--- src/verilog/rv_pkg.sv ---
`default_nettype none

package rv_pkg;

    // ========================================
    // Widths and fixed encodings
    // ========================================
    localparam int xlen       = 32;
    localparam int reg_addr_w = 5;

    // ADDI x0,x0,0
    localparam logic [xlen-1:0] nop_instr   = 32'h0000_0013;
    localparam logic [xlen-1:0] ecall_instr = 32'h0000_0073;
    localparam logic [xlen-1:0] reset_pc    = 32'h0000_0000;

    // ========================================
    // Opcodes and operations
    // ========================================
    typedef enum logic [6:0] {
        op_reg    = 7'b0110011,
        op_imm    = 7'b0010011,
        op_load   = 7'b0000011,
        op_store  = 7'b0100011,
        op_branch = 7'b1100011,
        op_system = 7'b1110011
    } opcode_e;

    typedef enum logic [2:0] {
        alu_add = 3'd0,
        alu_sub = 3'd1,
        alu_and = 3'd2,
        alu_or  = 3'd3,
        alu_xor = 3'd4,
        alu_slt = 3'd5
    } alu_op_e;

    // Operand source in EX
    typedef enum logic [1:0] {
        fwd_none = 2'b00,
        fwd_wb   = 2'b01,
        fwd_mem  = 2'b10
    } fwd_sel_e;

    // ========================================
    // Control bundle and pipeline registers
    // ========================================
    typedef struct packed {
        logic    regwrite;
        logic    alusrc;
        logic    memread;
        logic    memwrite;
        logic    memtoreg;
        logic    branch;
        alu_op_e alu_op;
    } ctrl_t;

    typedef struct packed {
        ctrl_t                 ctrl;
        logic [xlen-1:0]       pc;
        logic [xlen-1:0]       rs1_data;
        logic [xlen-1:0]       rs2_data;
        logic [xlen-1:0]       imm;
        logic [reg_addr_w-1:0] rs1;
        logic [reg_addr_w-1:0] rs2;
        logic [reg_addr_w-1:0] rd;
        // Set for BNE, clear for BEQ
        logic                  branch_ne;
    } id_ex_t;

    typedef struct packed {
        logic                  regwrite;
        logic                  memread;
        logic                  memwrite;
        logic                  memtoreg;
        logic [xlen-1:0]       alu_result;
        logic [xlen-1:0]       store_data;
        logic [reg_addr_w-1:0] rd;
    } ex_mem_t;

    typedef struct packed {
        logic                  regwrite;
        logic                  memtoreg;
        logic [xlen-1:0]       alu_result;
        logic [xlen-1:0]       load_data;
        logic [reg_addr_w-1:0] rd;
    } mem_wb_t;

endpackage

`default_nettype wire

--- src/verilog/rv_fetch.sv ---
`timescale 1ns/1ns
`default_nettype none

module rv_fetch (
    input  wire logic                    clock,
    input  wire logic                    reset,
    input  wire logic                    stall,
    input  wire logic                    flush,
    input  wire logic                    branch_taken,
    input  wire logic [rv_pkg::xlen-1:0] branch_target,
    input  wire logic [rv_pkg::xlen-1:0] imem_rdata,
    output logic      [rv_pkg::xlen-1:0] imem_addr,
    output logic      [rv_pkg::xlen-1:0] pc_id,
    output logic      [rv_pkg::xlen-1:0] instr_id,
    output logic                         halted
);

    logic [rv_pkg::xlen-1:0] pc;
    logic                    halt_now;
    logic                    hold;

    // ECALL that really leaves ID this cycle
    assign halt_now = (instr_id == rv_pkg::ecall_instr) && !flush && !stall;
    // Keep the ECALL parked in IF/ID from the halting edge on
    assign hold      = stall || halted || halt_now;
    assign imem_addr = pc;

    always_ff @(posedge clock or posedge reset) begin
        if (reset) begin
            pc <= rv_pkg::reset_pc;
        end else if (branch_taken) begin
            pc <= branch_target;
        end else if (!hold) begin
            pc <= pc + 32'd4;
        end
    end

    // ========================================
    // IF/ID register
    // ========================================
    always_ff @(posedge clock or posedge reset) begin
        if (reset) begin
            instr_id <= rv_pkg::nop_instr;
            pc_id    <= rv_pkg::reset_pc;
        end else if (flush) begin
            instr_id <= rv_pkg::nop_instr;
        end else if (!hold) begin
            instr_id <= imem_rdata;
            pc_id    <= pc;
        end
    end

    // Sticky until reset
    always_ff @(posedge clock or posedge reset) begin
        if (reset) begin
            halted <= 1'b0;
        end else if (halt_now) begin
            halted <= 1'b1;
        end
    end

endmodule

`default_nettype wire

--- src/verilog/rv_decode.sv ---
`timescale 1ns/1ns
`default_nettype none

module rv_decode (
    input  wire logic [rv_pkg::xlen-1:0]       instr,
    output rv_pkg::ctrl_t                      ctrl,
    output logic      [rv_pkg::xlen-1:0]       imm,
    output logic      [rv_pkg::reg_addr_w-1:0] rs1,
    output logic      [rv_pkg::reg_addr_w-1:0] rs2,
    output logic      [rv_pkg::reg_addr_w-1:0] rd,
    output logic                               branch_ne
);

    rv_pkg::opcode_e opcode;
    logic [2:0]      funct3;
    logic            funct7_5;
    rv_pkg::alu_op_e arith_op;
    logic            arith_ok;

    assign opcode    = rv_pkg::opcode_e'(instr[6:0]);
    assign funct3    = instr[14:12];
    assign funct7_5  = instr[30];
    assign rd        = instr[11:7];
    assign rs1       = instr[19:15];
    assign rs2       = instr[24:20];
    assign branch_ne = instr[12];

    // Shared funct3 map for register and immediate forms
    always_comb begin
        arith_ok = 1'b1;
        case (funct3)
            3'b000:  arith_op = rv_pkg::alu_add;
            3'b111:  arith_op = rv_pkg::alu_and;
            3'b110:  arith_op = rv_pkg::alu_or;
            3'b100:  arith_op = rv_pkg::alu_xor;
            3'b010:  arith_op = rv_pkg::alu_slt;
            default: begin
                // shifts and unsigned compare are not in the subset
                arith_op = rv_pkg::alu_add;
                arith_ok = 1'b0;
            end
        endcase
    end

    always_comb begin
        ctrl = '0;
        case (opcode)
            rv_pkg::op_reg: begin
                ctrl.regwrite = arith_ok;
                ctrl.alu_op   = (funct3 == 3'b000 && funct7_5) ? rv_pkg::alu_sub : arith_op;
            end
            rv_pkg::op_imm: begin
                ctrl.regwrite = arith_ok;
                ctrl.alusrc   = 1'b1;
                ctrl.alu_op   = arith_op;
            end
            rv_pkg::op_load: begin
                ctrl.regwrite = 1'b1;
                ctrl.alusrc   = 1'b1;
                ctrl.memread  = 1'b1;
                ctrl.memtoreg = 1'b1;
            end
            rv_pkg::op_store: begin
                ctrl.alusrc   = 1'b1;
                ctrl.memwrite = 1'b1;
            end
            rv_pkg::op_branch: begin
                ctrl.branch = 1'b1;
                ctrl.alu_op = rv_pkg::alu_sub;
            end
            default: ctrl = '0;
        endcase
    end

    // ========================================
    // Immediate generation
    // ========================================
    always_comb begin
        case (opcode)
            rv_pkg::op_store:
                imm = {{20{instr[31]}}, instr[31:25], instr[11:7]};
            rv_pkg::op_branch:
                imm = {{19{instr[31]}}, instr[31], instr[7], instr[30:25], instr[11:8], 1'b0};
            default:
                imm = {{20{instr[31]}}, instr[31:20]};
        endcase
    end

endmodule

`default_nettype wire

--- src/verilog/rv_regfile.sv ---
`timescale 1ns/1ns
`default_nettype none

module rv_regfile (
    input  wire logic                               clock,
    input  wire logic                               reset,
    input  wire logic      [rv_pkg::reg_addr_w-1:0] rs1,
    input  wire logic      [rv_pkg::reg_addr_w-1:0] rs2,
    input  wire logic                               we,
    input  wire logic      [rv_pkg::reg_addr_w-1:0] rd,
    input  wire logic      [rv_pkg::xlen-1:0]       wdata,
    output logic           [rv_pkg::xlen-1:0]       rdata1,
    output logic           [rv_pkg::xlen-1:0]       rdata2
);

    // x0 has no storage
    logic [rv_pkg::xlen-1:0] regs [1:31];
    logic                    write_ok;

    assign write_ok = we && (rd != '0);

    always_ff @(posedge clock or posedge reset) begin
        if (reset) begin
            for (int i = 1; i < 32; i++) begin
                regs[i] <= '0;
            end
        end else if (write_ok) begin
            regs[rd] <= wdata;
        end
    end

    // Write-first bypass
    assign rdata1 = (rs1 == '0) ? '0 : (write_ok && rd == rs1) ? wdata : regs[rs1];
    assign rdata2 = (rs2 == '0) ? '0 : (write_ok && rd == rs2) ? wdata : regs[rs2];

endmodule

`default_nettype wire

--- src/verilog/rv_hazard.sv ---
`timescale 1ns/1ns
`default_nettype none

module rv_hazard (
    input  wire logic [rv_pkg::reg_addr_w-1:0] rs1_id,
    input  wire logic [rv_pkg::reg_addr_w-1:0] rs2_id,
    input  wire logic [rv_pkg::reg_addr_w-1:0] rd_ex,
    input  wire logic                          memread_ex,
    input  wire logic [rv_pkg::reg_addr_w-1:0] rs1_ex,
    input  wire logic [rv_pkg::reg_addr_w-1:0] rs2_ex,
    input  wire logic [rv_pkg::reg_addr_w-1:0] rd_mem,
    input  wire logic                          regwrite_mem,
    input  wire logic [rv_pkg::reg_addr_w-1:0] rd_wb,
    input  wire logic                          regwrite_wb,
    input  wire logic                          branch_taken,
    output logic                               stall,
    output logic                               flush_if_id,
    output logic                               flush_id_ex,
    output rv_pkg::fwd_sel_e                   fwd_a,
    output rv_pkg::fwd_sel_e                   fwd_b
);

    logic load_use;

    // EX/MEM wins over MEM/WB, x0 never forwarded
    function automatic rv_pkg::fwd_sel_e pick_src(input logic [rv_pkg::reg_addr_w-1:0] rs);
        if (regwrite_mem && rd_mem != '0 && rd_mem == rs) begin
            return rv_pkg::fwd_mem;
        end else if (regwrite_wb && rd_wb != '0 && rd_wb == rs) begin
            return rv_pkg::fwd_wb;
        end
        return rv_pkg::fwd_none;
    endfunction

    assign load_use = memread_ex && (rd_ex != '0) && (rd_ex == rs1_id || rd_ex == rs2_id);

    // The younger load-use pair is thrown away anyway on a taken branch
    assign stall       = load_use && !branch_taken;
    assign flush_if_id = branch_taken;
    assign flush_id_ex = branch_taken;

    always_comb begin
        fwd_a = pick_src(rs1_ex);
        fwd_b = pick_src(rs2_ex);
    end

endmodule

`default_nettype wire

--- src/verilog/rv_execute.sv ---
`timescale 1ns/1ns
`default_nettype none

module rv_execute (
    input  rv_pkg::id_ex_t                     id_ex,
    input  rv_pkg::fwd_sel_e                   fwd_a,
    input  rv_pkg::fwd_sel_e                   fwd_b,
    input  wire logic      [rv_pkg::xlen-1:0]  mem_result,
    input  wire logic      [rv_pkg::xlen-1:0]  wb_data,
    output logic           [rv_pkg::xlen-1:0]  alu_result,
    output logic           [rv_pkg::xlen-1:0]  store_data,
    output logic           [rv_pkg::xlen-1:0]  branch_target,
    output logic                               branch_taken
);

    logic [rv_pkg::xlen-1:0] op_a;
    logic [rv_pkg::xlen-1:0] op_b_reg;
    logic [rv_pkg::xlen-1:0] op_b;
    logic                    equal;

    function automatic logic [rv_pkg::xlen-1:0] fwd_mux(
        input rv_pkg::fwd_sel_e        sel,
        input logic [rv_pkg::xlen-1:0] reg_data
    );
        case (sel)
            rv_pkg::fwd_mem: return mem_result;
            rv_pkg::fwd_wb:  return wb_data;
            default:         return reg_data;
        endcase
    endfunction

    // ========================================
    // Operand selection
    // ========================================
    always_comb begin
        op_a     = fwd_mux(fwd_a, id_ex.rs1_data);
        op_b_reg = fwd_mux(fwd_b, id_ex.rs2_data);
    end

    assign op_b       = id_ex.ctrl.alusrc ? id_ex.imm : op_b_reg;
    assign store_data = op_b_reg;

    always_comb begin
        case (id_ex.ctrl.alu_op)
            rv_pkg::alu_sub: alu_result = op_a - op_b;
            rv_pkg::alu_and: alu_result = op_a & op_b;
            rv_pkg::alu_or:  alu_result = op_a | op_b;
            rv_pkg::alu_xor: alu_result = op_a ^ op_b;
            rv_pkg::alu_slt: alu_result = {31'd0, $signed(op_a) < $signed(op_b)};
            default:         alu_result = op_a + op_b;
        endcase
    end

    // ========================================
    // Branch resolution
    // ========================================
    assign equal         = (op_a == op_b_reg);
    assign branch_taken  = id_ex.ctrl.branch && (equal ^ id_ex.branch_ne);
    assign branch_target = id_ex.pc + id_ex.imm;

endmodule

`default_nettype wire

--- src/verilog/rv_core.sv ---
`timescale 1ns/1ns
`default_nettype none

module rv_core (
    input  wire logic                    clock,
    input  wire logic                    reset,
    input  wire logic [rv_pkg::xlen-1:0] imem_rdata,
    input  wire logic [rv_pkg::xlen-1:0] dmem_rdata,
    output logic      [rv_pkg::xlen-1:0] imem_addr,
    output logic      [rv_pkg::xlen-1:0] dmem_addr,
    output logic      [rv_pkg::xlen-1:0] dmem_wdata,
    output logic                         dmem_valid,
    output logic                         dmem_we,
    output logic                         halted
);

    logic [rv_pkg::xlen-1:0]       pc_id, instr_id, imm_id;
    logic [rv_pkg::xlen-1:0]       rdata1_id, rdata2_id;
    logic [rv_pkg::reg_addr_w-1:0] rs1_id, rs2_id, rd_id;
    logic                          branch_ne_id;
    rv_pkg::ctrl_t                 ctrl_id;

    logic                          stall, flush_if_id, flush_id_ex;
    rv_pkg::fwd_sel_e              fwd_a, fwd_b;

    logic [rv_pkg::xlen-1:0]       alu_result_ex, store_data_ex;
    logic [rv_pkg::xlen-1:0]       branch_target;
    logic                          branch_taken;
    logic [rv_pkg::xlen-1:0]       wb_data;

    rv_pkg::id_ex_t                id_ex_d, id_ex_q;
    rv_pkg::ex_mem_t               ex_mem_d, ex_mem_q;
    rv_pkg::mem_wb_t               mem_wb_d, mem_wb_q;

    // ========================================
    // IF and ID
    // ========================================
    rv_fetch i_fetch (
        .clock, .reset, .stall, .flush(flush_if_id), .branch_taken, .branch_target,
        .imem_rdata, .imem_addr, .pc_id, .instr_id, .halted
    );

    rv_decode i_decode (
        .instr(instr_id), .ctrl(ctrl_id), .imm(imm_id),
        .rs1(rs1_id), .rs2(rs2_id), .rd(rd_id), .branch_ne(branch_ne_id)
    );

    rv_regfile i_regfile (
        .clock, .reset, .rs1(rs1_id), .rs2(rs2_id),
        .we(mem_wb_q.regwrite), .rd(mem_wb_q.rd), .wdata(wb_data),
        .rdata1(rdata1_id), .rdata2(rdata2_id)
    );

    rv_hazard i_hazard (
        .rs1_id, .rs2_id, .rd_ex(id_ex_q.rd), .memread_ex(id_ex_q.ctrl.memread),
        .rs1_ex(id_ex_q.rs1), .rs2_ex(id_ex_q.rs2),
        .rd_mem(ex_mem_q.rd), .regwrite_mem(ex_mem_q.regwrite),
        .rd_wb(mem_wb_q.rd), .regwrite_wb(mem_wb_q.regwrite),
        .branch_taken, .stall, .flush_if_id, .flush_id_ex, .fwd_a, .fwd_b
    );

    // Bubble on stall or flush
    assign id_ex_d = '{
        ctrl:      (stall || flush_id_ex) ? '0 : ctrl_id,
        pc:        pc_id,
        rs1_data:  rdata1_id,
        rs2_data:  rdata2_id,
        imm:       imm_id,
        rs1:       rs1_id,
        rs2:       rs2_id,
        rd:        rd_id,
        branch_ne: branch_ne_id
    };

    // ========================================
    // EX
    // ========================================
    rv_execute i_execute (
        .id_ex(id_ex_q), .fwd_a, .fwd_b, .mem_result(ex_mem_q.alu_result), .wb_data,
        .alu_result(alu_result_ex), .store_data(store_data_ex), .branch_target, .branch_taken
    );

    assign ex_mem_d = '{
        regwrite:   id_ex_q.ctrl.regwrite,
        memread:    id_ex_q.ctrl.memread,
        memwrite:   id_ex_q.ctrl.memwrite,
        memtoreg:   id_ex_q.ctrl.memtoreg,
        alu_result: alu_result_ex,
        store_data: store_data_ex,
        rd:         id_ex_q.rd
    };

    // ========================================
    // MEM and WB
    // ========================================
    assign dmem_addr  = ex_mem_q.alu_result;
    assign dmem_wdata = ex_mem_q.store_data;
    assign dmem_valid = ex_mem_q.memread || ex_mem_q.memwrite;
    assign dmem_we    = ex_mem_q.memwrite;

    assign mem_wb_d = '{
        regwrite:   ex_mem_q.regwrite,
        memtoreg:   ex_mem_q.memtoreg,
        alu_result: ex_mem_q.alu_result,
        load_data:  dmem_rdata,
        rd:         ex_mem_q.rd
    };

    assign wb_data = mem_wb_q.memtoreg ? mem_wb_q.load_data : mem_wb_q.alu_result;

    always_ff @(posedge clock or posedge reset) begin
        if (reset) begin
            id_ex_q  <= '0;
            ex_mem_q <= '0;
            mem_wb_q <= '0;
        end else begin
            id_ex_q  <= id_ex_d;
            ex_mem_q <= ex_mem_d;
            mem_wb_q <= mem_wb_d;
        end
    end

endmodule

`default_nettype wire

--- config.mk ---
export PLATFORM = sky130hd
export DESIGN_NAME = rv_core
export DESIGN_NICKNAME = d
export VERILOG_FILES = /design/src/verilog/rv_pkg.sv /design/src/verilog/rv_fetch.sv /design/src/verilog/rv_decode.sv /design/src/verilog/rv_regfile.sv /design/src/verilog/rv_hazard.sv /design/src/verilog/rv_execute.sv /design/src/verilog/rv_core.sv
export SDC_FILE = /design/constraint.sdc
export NUM_CORES = 2
export LEC_CHECK = 0
export BUFFER_PORTS_ARGS = -buffer_cell sky130_fd_sc_hd__clkbuf_2
export CAP_MARGIN = 20
export CORE_MARGIN = 10
export CORE_UTILIZATION = 65
export CTS_BUF_LIST = sky130_fd_sc_hd__clkbuf_8
export DETAILED_ROUTE_END_ITERATION = 10
export PLACE_DENSITY = 0.82
export SYNTH_ARGS = -nofsm -noshare
export SYNTH_HDL_FRONTEND = slang
export SYNTH_SLANG_ARGS = --single-unit
--- constraint.sdc ---
create_clock -name clock -period 63.8 [get_ports clock]
set_input_delay 19.14 -clock clock [delete_from_list [all_inputs] [get_ports clock]]
set_output_delay 19.14 -clock clock [all_outputs]
set_load 0.02 [all_outputs]
==> impl_metrics.tcl <==
set metrics [dict create \
    status "finished clean" \
    gp_congestion 0.9845 \
    arrival_ns 24.37 \
    chipHeight_um 355.4 \
    portBuffers 164 \
    ys_seq_elements 1365 \
    multiInputGateArea_um2 35830 \
    core_area_um2 111100 \
    detailed_place_hpwl_um 139800 \
    synth_flop_cell "dfrtp_1" \
    final_area_um2 79290 \
    start_util_pct 65.81 \
    hold_path_class "flip-flop to flip-flop" \
    syn-cell-area_um2 73130 \
    die_x_um 355.4 \
    ys_warn_count 0 \
    pwr-share-seq_pct 47.9 \
    drtIter0Drc 8304 \
    power.switching_mw 0.5486 \
    avgSynthCellArea_um2 10.81 \
    drt_pass1_iterations 9 \
    fmax_mhz 42.40 \
    critPathRequiredTime_ns 64.59 \
    tightest_slew_ns 1.168 \
    vias_per_cell 7.000 \
    dieArea_um2 126300 \
    ctsResizeCount 0 \
    fin_ws_ns 40.22 \
    met1_length_um 79060 \
    top_layer "met5" \
    syn_inst 6764 \
    vias 57950 \
    nFillCells 7424 \
    overflow 0 \
    cts.sink_count 1365 \
    antenna_found_initial 9 \
    wl_per_cell_um 27.87 \
    mostFrequentLayoutCells "dfrtp_1 (1349), nand2_1 (715), o21ai_0 (700), a21oi_1 (632), nor2_1 (616)" \
    synthTopCellsByArea "dfrtp_1 (47%), mux4_2 (18%), o21ai_0 (4.8%)" \
    rsz0062_at_grt "no" \
    hold_buffers 0 \
    leakagePower_nw 35.29 \
    grt_max_degree 184 \
    clock_latency_ns 0.94 \
    switching_share_pct 28.19 \
    drv_slew 0 \
    wl_met2_um 102700 \
    path_clk_slew_ns 0.07 \
    syn2layout_area_growth_pct 8.414 \
    ant_nets 0 \
    nets 6816 \
    yosysTopAreaCellShare_pct 46.60 \
    grt_pass1_wl_um 350500 \
    setup-tns-final_ns 0 \
    cts_setup_buffers 0 \
    synth.net_count 6961 \
    cts_tree "built" \
    cts_buffer_depth 3 \
    drv_cap 0 \
    yosys.cell_types.count 72 \
    synth_top_area_cell "dfrtp_1" \
    numCtsBuffers 210 \
    min_period_over_period_pct 36.97 \
    finalClockSkew_ns 0.04848 \
    seq_area_um2 34200 \
    fin_crit_ns 23.58 \
    place_area_um2 74580 \
    final_common_cell "dfrtp_1" \
    cts_max_level 4 \
    grt_pass1_vias 59470 \
    track_usage_pct 36.31 \
    internal_power_mw 1.397 \
    cts-root-buf "clkbuf_8" \
    layout-drive-gt1-share_pct 21.70 \
    boundaryPins 165 \
    critPathCaptureType "asynchronous set/reset pin" \
    p_clk_share_pct 39.7 \
    synth_edf_count 0 \
    finalSetupViolCount 0 \
    irDropWorstVdd_v 0.00002254 \
    dp_worst_setup_slack_ns 39.14 \
    drc 0 \
    synthArstFlopShare_pct 100.0 \
    route.met3.wl_um 30440 \
    seq_area_frac_synth_pct 46.71 \
    crit_path_start_kind "input pin" \
    slew_headroom_pct 22.14 \
    combPwrFrac_pct 12.3 \
    p_per_area_nw_per_um2 24.54 \
    hold_viol 0 \
    critPathKind "input pin to asynchronous set/reset pin" \
    crit_path_max_fanout 183 \
    core.rowCount 122 \
    routed_wl_um 230700 \
]
## metrics by stage
| stage | std cells | power [mW] | utilization, % | hold slack (ns) |
|---|---|---|---|---|
| after detailed placement | 7884 | 1.181 | 67.12 | 0.3434 |
| after global routing | 8277 | 2.010 | 71.35 | 0.3681 |
| final | 8278 | 1.946 | 71.35 | 0.3616 |
| after global placement | 7880 | 1.173 | 67.05 | 0.3348 |
| after CTS | 8264 | 1.943 | 71.12 | 0.3641 |
| after floorplan | 6764 | 1.109 | - | 0.3312 |
## state kept, by name, indices dropped and copies added, names as in the netlist
register / count
i_fetch.imem_addr: 32
i_fetch.instr_id: 32
dmem_addr: 32
dmem_we: 1
i_fetch.pc_id: 32
mem_wb_q: 71
ex_mem_d: 8
i_regfile.regs: 992
id_ex_q: 125
i_fetch.halted: 1
ex_mem_q: 7
dmem_wdata: 32
## cell type report
type                            count  area share, %
Multi-Input combinational cell   4520          45.19
Sequential cell                  1365          43.14
Clock buffer                      264          4.583
Timing Repair Buffer              300          2.640
Tap cell                         1488          2.348
Inverter                          222          1.060
Clock inverter                    116          1.034
Antenna cell                        3       0.009469
## per-layer routing
layer	GRT usage (%)	vias up
met1	45.65	28520
li1	-	24070
met3	10.66	1147
met4	24.35	6
met5	0	-
met2	54.61	4208
## power groups by stage
stage | clock network (mW) | registers (mW) | logic, mW
floorplan | 0 | 0.941 | 0.167
global placement | 0 | 0.944 | 0.228
detailed placement | 0 | 0.947 | 0.233
CTS | 0.776 | 0.932 | 0.235
global route | 0.815 | 0.936 | 0.259
finish | 0.773 | 0.932 | 0.240
## worst max-delay path, cell delays in order
cell	delay, ns
clkbuf_2	0.13
inv_8	0.55
buf_4	0.83
buf_12	0.74
buf_4	0.85
buf_4	0.83
buf_4	0.90
## logic make-up after synthesis
kind of cell,synth area share [%]
XOR/XNOR,1.257
adder cells (fa/ha/maj),2.272
flip-flops,46.71
multiplexers,21.20
AO/OA/AOI/OAI,13.77
buffers and inverters,4.920
AND/OR/NAND/NOR,9.872
## Yosys cell counts, types with 17 or more instances
| master | number |
|---|---|
| dfrtp_1 | 1362 |
| nand2_1 | 730 |
| o21ai_0 | 700 |
| a21oi_1 | 633 |
| nor2_1 | 628 |
| mux4_2 | 576 |
| clkbuf_1 | 501 |
| inv_1 | 222 |
| mux2_2 | 138 |
| ha_1 | 128 |
| nor3_1 | 101 |
| xnor2_1 | 72 |
| nand3_1 | 71 |
| buf_1 | 69 |
| a22o_1 | 66 |
| buf_4 | 66 |
| mux2i_1 | 65 |
| a211oi_1 | 45 |
| and3_1 | 42 |
| a31oi_1 | 41 |
| xor2_1 | 33 |
| o22ai_1 | 30 |
| mux2_1 | 29 |
| o21bai_1 | 29 |
| a21o_1 | 25 |
| a31o_2 | 25 |
| o22a_1 | 25 |
| o211ai_1 | 24 |
| nand4_1 | 19 |
| o211a_1 | 18 |
| nor2b_1 | 17 |
## final timing paths
check | cells after the start | slack [ns] | start | endpoint
worst min register to register | 0 | 0.36 | i_fetch.pc_id[9]$_DFFE_PP0P_ | id_ex_q[121]$_DFF_PP0_
worst max register to register | 23 | 55.77 | ex_mem_q[0]$_DFF_PP0_ | dmem_addr[30]$_DFF_PP0_
worst max-delay path | 7 | 40.22 | reset | mem_wb_q[69]$_DFF_PP0_
worst min-delay path | 0 | 0.36 | i_fetch.pc_id[9]$_DFFE_PP0P_ | id_ex_q[121]$_DFF_PP0_
max in group clock | 2 | 42.90 | dmem_we$_DFF_PP0_ | dmem_valid
min in group asynchronous | 2 | 18.39 | reset | i_regfile.regs[725]$_DFFE_PP0P_
No activity file was read; power rests on OpenSTA's default activity.
